**src/hdl/uop_pkg.sv**
```systemverilog
`default_nettype none

package uop_pkg;

    localparam int UOP_OPCODE_W = 4;
    localparam int COND_W       = 4;

    // Micro-op opcodes seen by the execution units
    typedef enum logic [UOP_OPCODE_W-1:0] {
        UOP_NOP   = 4'h0,
        UOP_BCOND = 4'h1,  // Conditional branch, B.cond
        UOP_BL    = 4'h2,  // Branch with link
        UOP_ALU   = 4'h3
    } uop_opcode_e;

    // ARM condition field
    // Only the signed compare group is evaluated by the branch unit,
    // the remaining encodings may still arrive and resolve as not taken
    typedef enum logic [COND_W-1:0] {
        COND_EQ = 4'b0000,  // Z set
        COND_NE = 4'b0001,  // Z clear
        COND_GE = 4'b1010,  // N == V
        COND_LT = 4'b1011,  // N != V
        COND_GT = 4'b1100,  // Z clear and N == V
        COND_LE = 4'b1101   // Z set or N != V
    } cond_code_e;

    typedef struct packed {
        uop_opcode_e uopcode;
        cond_code_e  condition;  // Meaningful for UOP_BCOND only
    } uop_t;

endpackage

`default_nettype wire
```
**src/hdl/bru_pkg.sv**
```systemverilog
`default_nettype none

package bru_pkg;

    import uop_pkg::*;

    localparam int XLEN      = 64;
    localparam int PREG_W    = 7;
    localparam int ROB_TAG_W = 6;

    // Bit positions inside the NZCV input
    localparam int FLAG_N = 0;
    localparam int FLAG_Z = 1;
    localparam int FLAG_V = 3;

    // Fixed instruction size, used for the return address and fall-through
    localparam logic [XLEN-1:0] INSN_BYTES = 64'd4;

    // One branch micro-op as issued by the ROB
    typedef struct packed {
        logic                 valid;
        logic [ROB_TAG_W-1:0] rob_tag;
        uop_t                 uop;
        logic [PREG_W-1:0]    dest_reg_phys;  // Physical reg behind X30 for BL
        logic [XLEN-1:0]      r2_val;         // Branch offset in words
        logic [XLEN-1:0]      pc;
        logic                 pred_taken;
        logic [XLEN-1:0]      pred_target;
    } rob_issue;

    typedef struct packed {
        logic              en;
        logic [PREG_W-1:0] index_in;
        logic [XLEN-1:0]   data_in;
    } RegFileWritePort;

    // Issue stage to decoder
    typedef struct packed {
        rob_issue   issue;
        logic [3:0] nzcv;  // Flags captured with this issue
    } bru_stage_t;

    // Decoder to resolve stage
    typedef struct packed {
        logic                 valid;
        logic [ROB_TAG_W-1:0] rob_tag;
        logic [XLEN-1:0]      pc;
        logic                 taken;
        logic [XLEN-1:0]      target;
        logic                 pred_taken;
        logic [XLEN-1:0]      pred_target;
        RegFileWritePort      reg_wr;
    } bru_result_t;

    typedef struct packed {
        logic                 valid;
        logic [ROB_TAG_W-1:0] rob_tag;
        logic                 taken;
        logic                 mispredict;
        logic [XLEN-1:0]      redirect_pc;  // Where the frontend must restart
    } bru_resolve_t;

endpackage

`default_nettype wire

```
**src/hdl/bru_top.sv**
```systemverilog
`default_nettype none

module bru_top
    import bru_pkg::*;
(
    input  logic            clk,
    input  logic            rst,

    // Issue from ROB, one micro-op per cycle, no back-pressure
    input  rob_issue        issue_in,
    input  logic [3:0]      nzcv,

    // Resolution, two cycles after issue
    output bru_resolve_t    resolve_out,
    output RegFileWritePort reg_wr_out,

    // Early completion, one cycle ahead of resolve_out.valid
    output logic            branch_done
);

    bru_stage_t  stage_q;
    bru_result_t result;

    bru_issue_stage u_issue (
        .clk      (clk),
        .rst      (rst),
        .issue_in (issue_in),
        .nzcv     (nzcv),
        .stage_q  (stage_q)
    );

    // Purely combinational, sits between the two registers
    bru_ins_decoder u_decoder (
        .stage     (stage_q),
        .result    (result),
        .ready_out (branch_done)
    );

    bru_resolve_stage u_resolve (
        .clk         (clk),
        .rst         (rst),
        .result      (result),
        .resolve_out (resolve_out),
        .reg_wr_out  (reg_wr_out)
    );

endmodule

`default_nettype wire

```
**src/hdl/bru_resolve_stage.sv**
```systemverilog
`default_nettype none

module bru_resolve_stage
    import bru_pkg::*;
(
    input  logic            clk,
    input  logic            rst,

    // From decoder
    input  bru_result_t     result,

    // To ROB and frontend
    output bru_resolve_t    resolve_out,

    // To register file
    output RegFileWritePort reg_wr_out
);

    logic            dir_wrong;
    logic            tgt_wrong;
    logic [XLEN-1:0] fall_through;
    bru_resolve_t    resolve_d;

    // Wrong direction always redirects
    assign dir_wrong = result.taken != result.pred_taken;

    // Right direction but a stale target from the BTB
    assign tgt_wrong = result.taken && result.pred_taken &&
                       (result.target != result.pred_target);

    assign fall_through = result.pc + INSN_BYTES;

    always_comb begin
        resolve_d            = '0;
        resolve_d.valid      = result.valid;
        resolve_d.rob_tag    = result.rob_tag;
        resolve_d.taken      = result.taken;
        resolve_d.mispredict = dir_wrong | tgt_wrong;
        resolve_d.redirect_pc = result.taken ? result.target : fall_through;
    end

    always_ff @(posedge clk) begin
        resolve_out <= resolve_d;
        reg_wr_out  <= result.reg_wr;
        if (rst) begin
            resolve_out.valid <= 1'b0;  // Strobes only
            reg_wr_out.en     <= 1'b0;
        end
    end

endmodule

`default_nettype wire

```
**src/hdl/bru_ins_decoder.sv**
```systemverilog
`default_nettype none

module bru_ins_decoder
    import uop_pkg::*;
    import bru_pkg::*;
(
    // From issue stage
    input  bru_stage_t  stage,

    // To resolve stage
    output bru_result_t result,

    // Early completion to ROB
    output logic        ready_out
);

    logic            is_bcond;
    logic            is_bl;
    logic            flag_n;
    logic            flag_z;
    logic            flag_v;
    logic [XLEN-1:0] offset;
    logic [XLEN-1:0] target;
    cond_code_e      cond;

    assign is_bcond = stage.issue.uop.uopcode == UOP_BCOND;
    assign is_bl    = stage.issue.uop.uopcode == UOP_BL;
    assign cond     = stage.issue.uop.condition;

    assign flag_n = stage.nzcv[FLAG_N];
    assign flag_z = stage.nzcv[FLAG_Z];
    assign flag_v = stage.nzcv[FLAG_V];

    // Word offset to byte offset, sign kept
    assign offset = $unsigned($signed(stage.issue.r2_val) <<< 2);
    assign target = stage.issue.pc + offset;

    function automatic logic cond_passed(input cond_code_e c, input logic n,
                                         input logic z, input logic v);
        case (c)
            COND_EQ: return z;
            COND_NE: return ~z;
            COND_GE: return ~(n ^ v);
            COND_LT: return n ^ v;
            COND_GT: return ~z & ~(n ^ v);
            COND_LE: return z | (n ^ v);
            default: return 1'b0;  // Not evaluated here
        endcase
    endfunction

    assign ready_out = stage.issue.valid;

    always_comb begin
        result             = '0;
        result.valid       = stage.issue.valid;
        result.rob_tag     = stage.issue.rob_tag;
        result.pc          = stage.issue.pc;
        result.pred_taken  = stage.issue.pred_taken;
        result.pred_target = stage.issue.pred_target;

        if (stage.issue.valid && is_bl) begin
            result.taken  = 1'b1;
            result.target = target;

            // Return address into the register renamed as X30
            result.reg_wr.en       = 1'b1;
            result.reg_wr.index_in = stage.issue.dest_reg_phys;
            result.reg_wr.data_in  = stage.issue.pc + INSN_BYTES;
        end else if (stage.issue.valid && is_bcond) begin
            result.taken  = cond_passed(cond, flag_n, flag_z, flag_v);
            result.target = target;
        end
        // Anything else falls through, not taken, no write
    end

endmodule

`default_nettype wire

```
**src/hdl/bru_issue_stage.sv**
```systemverilog
`default_nettype none

module bru_issue_stage
    import bru_pkg::*;
(
    input  logic       clk,
    input  logic       rst,

    // From ROB
    input  rob_issue   issue_in,
    input  logic [3:0] nzcv,

    // To decoder
    output bru_stage_t stage_q
);

    bru_stage_t stage_d;

    // Flags travel with the micro-op so the condition is checked
    // against the state that belonged to this issue
    always_comb begin
        stage_d       = '0;
        stage_d.issue = issue_in;
        stage_d.nzcv  = nzcv;
    end

    // Payload loads every cycle, only the valid bit is reset
    always_ff @(posedge clk) begin
        stage_q <= stage_d;
        if (rst) begin
            stage_q.issue.valid <= 1'b0;
        end
    end

endmodule

`default_nettype wire

```
**config.mk**
```make
export PLATFORM = sky130hd
export DESIGN_NAME = bru_top
export DESIGN_NICKNAME = d
export VERILOG_FILES = /design/src/hdl/uop_pkg.sv /design/src/hdl/bru_pkg.sv /design/src/hdl/bru_top.sv /design/src/hdl/bru_resolve_stage.sv /design/src/hdl/bru_ins_decoder.sv /design/src/hdl/bru_issue_stage.sv
export SDC_FILE = /design/constraint.sdc
export NUM_CORES = 1
export LEC_CHECK = 0
export ABC_CLOCK_PERIOD_IN_PS = 12050
export BUFFER_PORTS_ARGS = -buffer_cell sky130_fd_sc_hd__buf_4
export CORE_MARGIN = 2
export CORE_UTILIZATION = 59
export DETAILED_ROUTE_END_ITERATION = 6
export PLACE_DENSITY = 0.95
export SYNTH_ARGS = -nofsm -noshare
export SYNTH_HDL_FRONTEND = slang
export SYNTH_SLANG_ARGS = --single-unit
```
**constraint.sdc**
```tcl
create_clock -name clk -period 12.05 [get_ports clk]
set_input_delay 1.205 -clock clk [delete_from_list [all_inputs] [get_ports clk]]
set_output_delay 1.205 -clock clk [all_outputs]
set_load 0.01 [all_outputs]
```
### After elaboration in Yosys (flattened, before gate mapping)

Index checks and enable logic that the tools add are counted.

* bits in registers: 362
* output and inout port bits: 146
* word-level logic and storage cells: 45

* add/subtract/negate cells: 2
* eq/ne operators: 9
* multiplexer cells: 5
* bitwise logic cells: 6
* reduce and logical (&&, ||, !) cells: 5

Operator list (count)
* $mux W65: 2
* $mux W72: 1
* $add A64 B3 Y64 const B: 1
* $add A64 B64 Y64: 1
* $mux W64: 1
* $ne A64 B64 Y1: 1
* $eq A4 B4 Y1 const B: 4
* $eq A4 B1 Y1 const B: 2
* $pmux W1 S6: 1
* $eq A4 B2 Y1 const B: 1
* $logic_and A1 B1 Y1: 4
* $logic_not A4 Y1: 1
* $not A1 Y1: 2
* $or A1 B1 Y1: 2
* $and A1 B1 Y1: 1
* $ne A1 B1 Y1: 1
* $xor A1 B1 Y1: 1

### Logic depth before layout (Yosys ltp)

Gate-level depths: netlist of run 1.

* depth after elaboration: 9
* gate-level depth with buffers: 19
* mapped depth without buffers: 18

### Modules after synthesis

Synthesis of run 1 repeated with hierarchy kept, for this count alone.

* cells, all modules: 1811
* area total of the unflattened synthesis: 16460.8 um^2

Modules (own cells, without submodules)
* bru_ins_decoder: times used 1, cells an instance 1010, area an instance 6429.9 um^2, sequential area each 0.0 um^2
* bru_resolve_stage: times used 1, cells an instance 581, area an instance 5632.9 um^2, sequential area each 2902.8 um^2
* bru_issue_stage: times used 1, cells an instance 220, area an instance 4398.0 um^2, sequential area each 4384.2 um^2

### Worst setup path before layout of run 1

No wires, ideal clock.

* path kind: register -> register
* start: reg u_issue.stage_q[0] (netlist name)
* end: reg u_resolve.resolve_out[64] (netlist name)
* setup time: 0.129 ns
* arrival time: 4.023 ns
* data required time: 11.921 ns
* path slack: 7.898 ns
* stages on the path, launching flop included: 20
* path buffers: 1
* clock period less this slack: 4.152 ns
* cells stage by stage: dfxtp_1 -> xor2_1 -> nor3_1 -> a21oi_1 -> o211ai_1 -> o21ai_0 -> nor3b_1 -> o21ai_1 -> inv_2 -> clkbuf_1 -> ha_1 -> a31o_2 -> a311oi_1 -> o2111ai_1 -> or4_1 -> or3_1 -> nor4_1 -> nand4_1 -> nor4b_2 -> a31oi_1

==> impl_metrics.yaml, run 1 <==
timing:
  setup_viol: 0
  report.final.slew_viol_count: 0
  rsz0062_at_grt: "false"
  period_share_pct: 51.3
  hold_violations: 0
  relSlewSlack_pct: 30.3
  tns_ps: 0
  fmax_mhz: 162
  post-route-min-period_ps: 6180
  tightest_slew_ps: 1030
  finalClockSkew_ps: 19.2
clock_tree:
  cts-root-buf: "clkbuf_16"
  cts_buffers: 34
  clockBufferDepth: 3
  ctsResizeCount: 0
  cts_setup_buffers: 0
  path_clk_slew_ps: 70
  ctsHoldBuffers: 0
  cts-htree-levels: 2
  tritoncts: "built"
  cts_sinks: 361
  insertion_delay_ps: 530
critical_path:
  cp_slowest_cell: "buf_4"
  r2r_slack_ps: 5870
  arrival_ps: 6590
  ff2ff_path_depth: 20
  regToRegStartpoint: "u_issue.stage_q[3]"
  crit_type: "reg -> reg"
  cp-end-kind: "register"
  startpoint_type: "register"
  rr_endpoint: "u_resolve.resolve_out[64]"
  cp_slowest_stage_delay_ps: 670
  cp_common_cell: "buf_4"
  required_ps: 12460
  critPathMaxFanout: 72
  cp_cell_sequence: "xor2_1 -> nor3_1 -> a21oi_1 -> o211ai_1 -> o21ai_0 -> nor3b_1 -> o21ai_4 -> buf_4 -> inv_2 -> buf_4 -> ha_1 -> a31o_2 -> a311oi_1 -> o2111ai_1 -> or4_1 -> or3_1 -> nor4_1 -> nand4_1 -> nor4b_2 -> a31oi_1"
hold_path:
  whs_endpoint: "u_resolve.resolve_out[67]"
  min_from: "u_issue.stage_q[213]"
  hold_class: "reg -> reg"
  holdPathStages: 0
layout:
  final_cell_area_um2: 20100
  multiInputGateArea_um2: 8460
  area_delta_synth_final_pct: 24.9
  layout_common_cells: "371 x buf_4, 361 x dfxtp_1, 198 x nor2_1"
  nets: 2411
  seqCellArea_um2: 7230
  final_cells: 2489
  drive_gt1_share_pct: 21.6
  fill_cells: 1726
  layout_commonest_cell: "buf_4"
  antenna_cells: 0
synthesis:
  async_reset_ff_share_pct: 0
  synth_cell_types: 88
  yosysWarnings: 0
  synth_seq_cells: 361
  ys.flop_type: "dfxtp_1"
  synth_edf_count: 0
  postSynthAreaPerCell_um2: 8.93
  syn_inst: 1803
  seq_area_frac_synth_pct: 44.9
  synth_nets: 2088
  netlist_area_um2: 16100
status:
  status: "finished with violations"
  violations: "DRC"
placed_design:
  gp_congestion: 1.05
  dpl-instance-area_um2: 19000
  portBuffers: 363
  place_inst: 2431
  dp_hpwl_mm: 47.4
route:
  dr.pass1.iters: 7
  ant_nets: 0
  routed_wirelength_mm: 64.6
  routedWlPerCell_um: 26.0
  initialDrtViolationCount: 2384
  avgViaCountPerCell: 6.60
  drc: 14
  vias: 16424
global_routing:
  grt_pass1_vias: 16081
  grt_antenna_before_repair: 0
  grt_start_max_net_pins: 73
  globalRouteOverflowTotal: 0
  grtUsageTotal_pct: 43.7
  grt_pass1_wl_mm: 95.2
pwr:
  switching_share_pct: 28.3
  power_frac_comb_pct: 17.9
  seqPwrFrac_pct: 44.2
  p_switching_mw: 0.829
  internal-power_mw: 2.10
  leakagePower_nw: 8.55
  peakVddDrop_mv: 0.166
  powerDensity_nw_per_um2: 146
  power_frac_clock_pct: 37.9
floorplan:
  die_w_um: 169
  fp.coreArea_um2: 26900
  start_util_pct: 59.9
  die_y_um: 169
  pin_count: 367
  rows: 60
  fp.dieArea_um2: 28600
job:
  drv_cap: 0
through the flow:
stage	utilization (%)	power, mW	hold slack, ps	setup WS [ps]
floorplan	-	1.60	310	7900
global placement	70.6	1.80	310	6480
detailed placement	70.6	1.81	312	6130
CTS	74.8	2.90	337	6010
global route	74.8	3.00	340	5650
finish	74.8	2.93	340	5870
flip-flops by register name (all words and copies together) (netlist names):
register	flops
u_resolve.resolve_out	73
u_resolve.reg_wr_out	72
u_issue.stage_q	216
power groups by stage:
| stage | registers [mW] | logic [mW] | clock network, mW |
|---|---|---|---|
| 2_1_floorplan | 1.31 | 0.286 | 0 |
| 4_1_cts | 1.29 | 0.502 | 1.11 |
| 3_3_place_gp | 1.31 | 0.484 | 0 |
| 5_1_grt | 1.30 | 0.549 | 1.15 |
| 6_report | 1.29 | 0.524 | 1.11 |
| 3_5_place_dp | 1.32 | 0.493 | 0 |
cell type report:
type	count	share of cell area, %
multi-input combinational	1339	42.1
sequential	361	35.9
timing repair buffer	371	13.9
clock buffer	52	5.23
tap	341	2.12
clock inverter	6	0.417
inverter	19	0.355
worst max-delay path by stage:
stage                                            to  slack, ps  depth (start not counted)                from
after floorplan           u_resolve.resolve_out[64]       7900                         19  u_issue.stage_q[0]
after global placement    u_resolve.resolve_out[64]       6480                         20  u_issue.stage_q[3]
after detailed placement  u_resolve.resolve_out[64]       6130                         20  u_issue.stage_q[3]
after CTS                 u_resolve.resolve_out[64]       6010                         20  u_issue.stage_q[3]
after global routing      u_resolve.resolve_out[64]       5650                         19  u_issue.stage_q[3]
final                     u_resolve.resolve_out[64]       5870                         20  u_issue.stage_q[3]
layer usage:
layer | part of all wire [%] | global-route usage (%)
met1 | 38 | 57.3
met3 | 12 | 10.3
met5 | 0 | 0
met4 | 4.5 | 18.0
met2 | 45 | 69.5
logic make-up (layout without fill, tap and decap cells):
kind of cell | Yosys count | count (layout) | share of synthesized area, %
compound gates | 409 | 409 | 16.2
flops | 361 | 361 | 44.9
buf+inv | 103 | 448 | 2.68
simple gates | 675 | 675 | 20.0
mux | 54 | 54 | 3.58
fa+ha+maj | 64 | 64 | 5.02
xor+xnor | 137 | 137 | 7.59
Yosys cell counts, types with 10 or more instances:
master	count	area [um2]
ha_1	63	788
nand2_1	182	683
a21o_1	19	143
o21ai_1	12	60.1
xor2_1	73	639
a32oi_1	10	87.6
nand4_1	48	300
dfxtp_1	361	7230
o211ai_1	16	120
clkbuf_1	49	184
xnor2_1	62	543
nor3_1	45	225
buf_2	26	130
nor2_1	198	743
nand3_1	58	290
mux2i_1	37	370
a21oi_1	122	611
inv_1	18	67.6
mux2_2	15	169
o21ai_0	101	505
nor4_1	25	156
nor2b_1	17	106
or3_1	15	93.8
o21a_1	21	158
and3_1	30	188
a31oi_1	11	68.8
critical path, delay by kind of cell, from the launching register on:
kind | cells | cell delay (ps)
xor gates and xnor gates | 1 | 190
AOI/OAI and AO/OA | 8 | 1490
buffers and inverters | 3 | 1150
DFF | 1 | 310
and+or+nand+nor | 7 | 2490
adders and majority gates | 1 | 390
Power figures use the tool's default switching activity.
==> run 2: changes to the inputs <==
Settings changed: ABC_CLOCK_PERIOD_IN_PS 12050 to 5800, CORE_UTILIZATION 59 to 54, PLACE_DENSITY 0.95 to 0.9.
Clock period 12.05 ns to 5.8 ns, I/O delays scaled along.
==> run 2 against run 1 <==
  * The flow now finishes without violations
  * Clock power up 96%
  * Sequential share of layout area fell by 0.15 points
  * Cell area grew 0.42%
  * Maximum frequency rose by 26%
  * Largest cell class unchanged
  * Largest power group unchanged
==> impl_metrics.yaml, run 2 (synthesis results as in run 1) <==
status:
  status: "finished clean"
route:
  dr.pass1.iters: 6
  routedWlPerCell_um: 24.4
  routed_wirelength_mm: 62.0
  vias: 15727
  initialDrtViolationCount: 1735
  avgViaCountPerCell: 6.18
  ant_nets: 0
  drc: 0
placed_design:
  portBuffers: 363
  dpl-instance-area_um2: 19100
  dp_hpwl_mm: 48.1
  gp_congestion: 1.01
global_routing:
  grt_pass1_vias: 15144
  grt_antenna_before_repair: 0
  grt_start_max_net_pins: 72
  globalRouteOverflowTotal: 0
  grtUsageTotal_pct: 38.4
  grt_pass1_wl_mm: 90.0
clock_tree:
  tritoncts: "built"
  cts_sinks: 361
  ctsHoldBuffers: 0
  cts_buffers: 35
  ctsResizeCount: 0
  cts_setup_buffers: 0
  cts-htree-levels: 2
  path_clk_slew_ps: 70
  insertion_delay_ps: 520
  clockBufferDepth: 3
  cts-root-buf: "clkbuf_16"
timing:
  report.final.slew_viol_count: 0
  setup_viol: 0
  tns_ps: 0
  relSlewSlack_pct: 21.1
  finalClockSkew_ps: 19.0
  tightest_slew_ps: 1180
  post-route-min-period_ps: 4910
  hold_violations: 0
  period_share_pct: 84.6
  rsz0062_at_grt: "false"
  fmax_mhz: 204
hold_path:
  hold_class: "in -> reg"
  holdPathStages: 1
layout:
  drive_gt1_share_pct: 21.8
  antenna_cells: 0
  reg.largest.list: "u_issue.stage_q (216), u_resolve.resolve_out (73), u_resolve.reg_wr_out (72)"
  final_util_pct: 68.5
  multiInputGateArea_um2: 8460
  area_delta_synth_final_pct: 25.4
  fill_cells: 2180
  layout_common_cells: "376 x buf_4, 361 x dfxtp_1, 198 x nor2_1"
  final_cell_area_um2: 20200
  layout_commonest_cell: "buf_4"
  largest-register: "u_issue.stage_q"
  seqCellArea_um2: 7230
  largest_reg_flops: 216
  nets: 2418
critical_path:
  cp_slowest_cell: "or4_1"
  cp_cell_sequence: "ha_1 -> inv_1 -> fa_1 -> nor2b_1 -> o2111a_1 -> o211a_1 -> o211ai_1 -> nand2_1 -> nor2_1 -> a32oi_1 -> o22a_1 -> nand3_1 -> or4_1 -> nor4_1 -> a31oi_1"
  startpoint_type: "register"
  cp.buffers_inverters: 1
  worst_path_dominant_cell_family: "simple AND/OR/NAND/NOR gates"
  required_ps: 6170
  crit_type: "reg -> reg"
  critPathMaxFanout: 6
  arrival_ps: 5280
  cp-end-kind: "register"
  ff2ff_path_depth: 15
  cp_slowest_stage_delay_ps: 530
  cp.depth: 15
pwr:
  powerDensity_nw_per_um2: 295
  peakVddDrop_mv: 0.328
  leakagePower_nw: 8.57
floorplan:
  start_util_pct: 54.6
  fp.dieArea_um2: 31200
  pin_count: 367
  rows: 63
  die_y_um: 177
  die_w_um: 177
  fp.coreArea_um2: 29500
job:
  drv_cap: 0
-- run 2: cell types whose count changed in the layout (fill, tap and decap cells not counted), sizes merged --
cell      change
clkinv        +2
clkinvlp      +1
buf           +6
bufinv        -2
clkbuf        +1
-- run 2: cell type report --
cell class / instances / share of cell area (%)
Clock buffer: 53 / 5.23
Multi-Input combinational cell: 1339 / 41.9
Tap cell: 390 / 2.42
Timing Repair Buffer: 377 / 14.1
Clock inverter: 7 / 0.223
Sequential cell: 361 / 35.8
Inverter: 19 / 0.353
-- run 2: worst paths after layout --
| kind | startpoint | slack (ps) | endpoint |
|---|---|---|---|
| max | u_issue.stage_q[71] | 890 | u_resolve.resolve_out[64] |
| min | issue_in[111] | 160 | u_issue.stage_q[115] |
| max reg2reg | u_issue.stage_q[71] | 890 | u_resolve.resolve_out[64] |
| min reg2reg | u_issue.stage_q[217] | 330 | u_resolve.resolve_out[71] |
-- run 2: layer usage --
layer / GRT usage, % / part of all wire (%) / up-vias
met4: 14.2 / 3.9 / 0
met2: 61.0 / 44 / 964
met3: 6.49 / 9.9 / 153
li1: - / - / 7126
met5: 0 / 0 / -
met1: 52.4 / 42 / 7484
-- run 2: worst reg2reg max path, stage by stage (launching register included) --
cell and delay [ps]:
dfxtp_1 430, ha_1 240, inv_1 70, fa_1 420, nor2b_1 240, o2111a_1 340
o211a_1 360, o211ai_1 280, nand2_1 440, nor2_1 120, a32oi_1 290, o22a_1 220
nand3_1 80, or4_1 530, nor4_1 530, a31oi_1 160
-- run 2: through the flow --
stage | instances | total power, mW | hold WS (ps) | setup WS (ps)
floorplan | 1803 | 3.32 | 310 | 1650
global placement | 2486 | 3.76 | 310 | 1240
detailed placement | 2486 | 3.77 | 314 | 1210
CTS | 2546 | 5.92 | 150 | 1160
global route | 2546 | 6.13 | 152 | 934
finish | 2546 | 5.95 | 156 | 893
-- run 2: where the power goes --
part	switching, mW	internal [mW]	total (mW)
logic	0.658	0.426	1.08
registers	0.0896	2.60	2.69
clock network	0.924	1.26	2.18
total	1.67	4.28	5.95
==> run 3: changes to the inputs <==
Settings changed: ABC_AREA set to 1, ABC_CLOCK_PERIOD_IN_PS 5800 to 4000, CORE_UTILIZATION 54 to 50, PLACE_DENSITY 0.9 to 0.87.
Clock period 5.8 ns to 4 ns, I/O delays scaled along.
==> run 3 against run 2 <==
  * Worst setup slack lost 520 ps
  * Critical path depth increased by 5
  * Sequential power grew 46%
  * Final cell count is 38% higher
  * Via count rose by 17%
  * Wire length up 11%
  * Clock-buffer cell count is 3 lower
  * Sequential share of layout area decreased by 5.2 points
  * Critical path type unchanged
  * Largest cell class unchanged
==> impl_metrics.yaml, run 3 <==
status:
  status: "finished clean"
synthesis:
  synth_most_common_cell: "nand2_1"
  synth_cell_types: 44
  synth_top_area_cell: "dfxtp_1"
  synthDominantCellAreaShare_pct: 42.4
  netlist_area_um2: 17100
  postSynthAreaPerCell_um2: 6.99
  seq_area_frac_synth_pct: 42.4
  synth_common_cells: "762 x nand2_1, 428 x inv_1, 361 x dfxtp_1"
  ys.flop_type: "dfxtp_1"
  yosysWarnings: 0
  synthTopCellsByArea: "dfxtp_1 42%, nand2_1 17%, inv_1 9.4%"
  synth_nets: 2724
  async_reset_ff_share_pct: 0
  syn_inst: 2439
  synth_edf_count: 0
  synth_seq_cells: 361
floorplan:
  start_util_pct: 50.8
  die_w_um: 189
  fp.coreArea_um2: 33500
  die_y_um: 189
  fp.dieArea_um2: 35600
  rows: 67
  pin_count: 367
timing:
  rsz0062_at_grt: "false"
  hold_violations: 0
  fmax_mhz: 276
  post-route-min-period_ps: 3620
  finalClockSkew_ps: 16.0
  setup_viol: 0
  report.final.slew_viol_count: 0
  tns_ps: 0
  relSlewSlack_pct: 42.4
  fin_ws_ps: 377
  tightest_slew_ps: 864
  period_share_pct: 90.6
global_routing:
  grt_start_max_net_pins: 81
  globalRouteOverflowTotal: 0
  grt_antenna_before_repair: 1
  grt_pass1_wl_mm: 101
  grtUsageTotal_pct: 37.7
  grt_pass1_vias: 17946
layout:
  drive_gt1_share_pct: 15.7
  reg.largest.list: "u_issue.stage_q (216), u_resolve.resolve_out (73), u_resolve.reg_wr_out (72)"
  layout_common_cells: "762 x nand2_1, 428 x inv_1, 370 x buf_4"
  layout_commonest_cell: "nand2_1"
  nets: 3313
  largest-register: "u_issue.stage_q"
  fill_cells: 2638
  largest_reg_flops: 216
  area_delta_synth_final_pct: 38.6
critical_path:
  arrival_ps: 4050
  cp_cell_sequence: "ha_1 -> inv_1 -> fa_1 -> nor2_1 -> nand3_1 -> nand3_1 -> xor2_1 -> nand2_1 -> nand2_1 -> nand2_1 -> nor2_1 -> nand2_1 -> nor2_1 -> nand3_1 -> nor2_1 -> nand2_1 -> nor2_1 -> nand2_1 -> nand2_1 -> nand2_1"
  required_ps: 4430
  cp_slowest_cell: "xor2_1"
  critPathMaxFanout: 5
  cp_common_cell: "nand2_1"
  startpoint_type: "register"
  cp_slowest_stage_delay_ps: 440
  cp-end-kind: "register"
  worst_path_dominant_cell_family: "simple AND/OR/NAND/NOR gates"
  cp.buffers_inverters: 1
  crit_type: "reg -> reg"
clock_tree:
  tritoncts: "built"
  cts-htree-levels: 2
  insertion_delay_ps: 550
  cts_setup_buffers: 0
  clockBufferDepth: 3
  cts-root-buf: "clkbuf_16"
  cts_buffers: 36
  path_clk_slew_ps: 60
  cts_sinks: 361
pwr:
  switching_share_pct: 28.3
  power_mw: 9.03
  internal-power_mw: 6.48
  p_switching_mw: 2.56
  peakVddDrop_mv: 0.368
  powerDensity_nw_per_um2: 382
  power_frac_comb_pct: 17.5
  seqPwrFrac_pct: 43.4
  leakagePower_nw: 12.4
  power_frac_clock_pct: 39.1
placed_design:
  dp_hpwl_mm: 52.4
  gp_congestion: 1.00
  pre_cts_ws_ps: 490
  portBuffers: 363
route:
  vias: 18339
  initialDrtViolationCount: 1875
  drc: 0
  avgViaCountPerCell: 5.23
  ant_nets: 0
  routedWlPerCell_um: 19.6
  dr.pass1.iters: 6
  routed_wirelength_mm: 68.7
job:
  drv_cap: 0
hold_path:
  hold_class: "in -> reg"
[run 3: timing repair]
item,CTS,global route
gates resized for setup,0,0
endpoints found under the hold margin,215,0
hold buffers,215,0
[run 3: power by group through the flow]
stage	clock network (mW)	registers [mW]	logic [mW]
after floorplan	0	3.94	0.766
after global placement	0	3.98	1.31
after detailed placement	0	3.98	1.34
after CTS	3.55	3.91	1.52
after global routing	3.69	3.92	1.71
final	3.53	3.92	1.58
[run 3: worst paths after layout]
kind	start	end	slack, ps	cells past startpoint
min	rst	u_resolve.resolve_out[72]	40	2
min reg2reg	u_issue.stage_q[212]	u_resolve.resolve_out[66]	330	0
max	u_issue.stage_q[71]	u_resolve.resolve_out[64]	380	20
max reg2reg	u_issue.stage_q[71]	u_resolve.resolve_out[64]	380	20
[run 3: stage by stage]
| stage | utilization [%] | hold WS (ps) | cells | instance area, um2 |
|---|---|---|---|---|
| after floorplan | - | 310 | 2439 | 17100 |
| after global placement | 60.4 | 310 | 3223 | 20200 |
| after detailed placement | 60.4 | 312 | 3223 | 20200 |
| after CTS | 70.5 | 23.9 | 3503 | 23600 |
| after global routing | 70.5 | 39.9 | 3504 | 23600 |
| final | 70.5 | 36.7 | 3504 | 23600 |
[run 3: logic make-up after synthesis]
logic type / after synthesis / share of synthesized area (%)
multiplexers: 3 / 0.176
AND/OR/NAND/NOR: 1317 / 33.7
AO/OA/AOI/OAI: 153 / 4.69
adder cells (fa/ha/maj): 64 / 4.74
XOR/XNOR: 73 / 3.84
flip-flops: 361 / 42.4
buffers and inverters: 468 / 10.4
[run 3: final cells by class]
cell class	instances	area, um2	share of cell area, %
clock buffer	50	1050	4.46
timing repair buffer	585	4930	20.9
multi-input combinational	1610	8050	34.0
clock inverter	15	190	0.805
inverter	434	1630	6.89
antenna	1	2.50	0.0106
tap	448	561	2.37
sequential	361	7230	30.6
[run 3: per-layer routing]
layer,track usage (%),wire length [um],vias to the layer above
met5,0,0,-
met1,51.5,28700,8458
li1,-,-,8725
met2,59.6,29900,1012
met3,7.56,7820,144
met4,13.0,2330,0
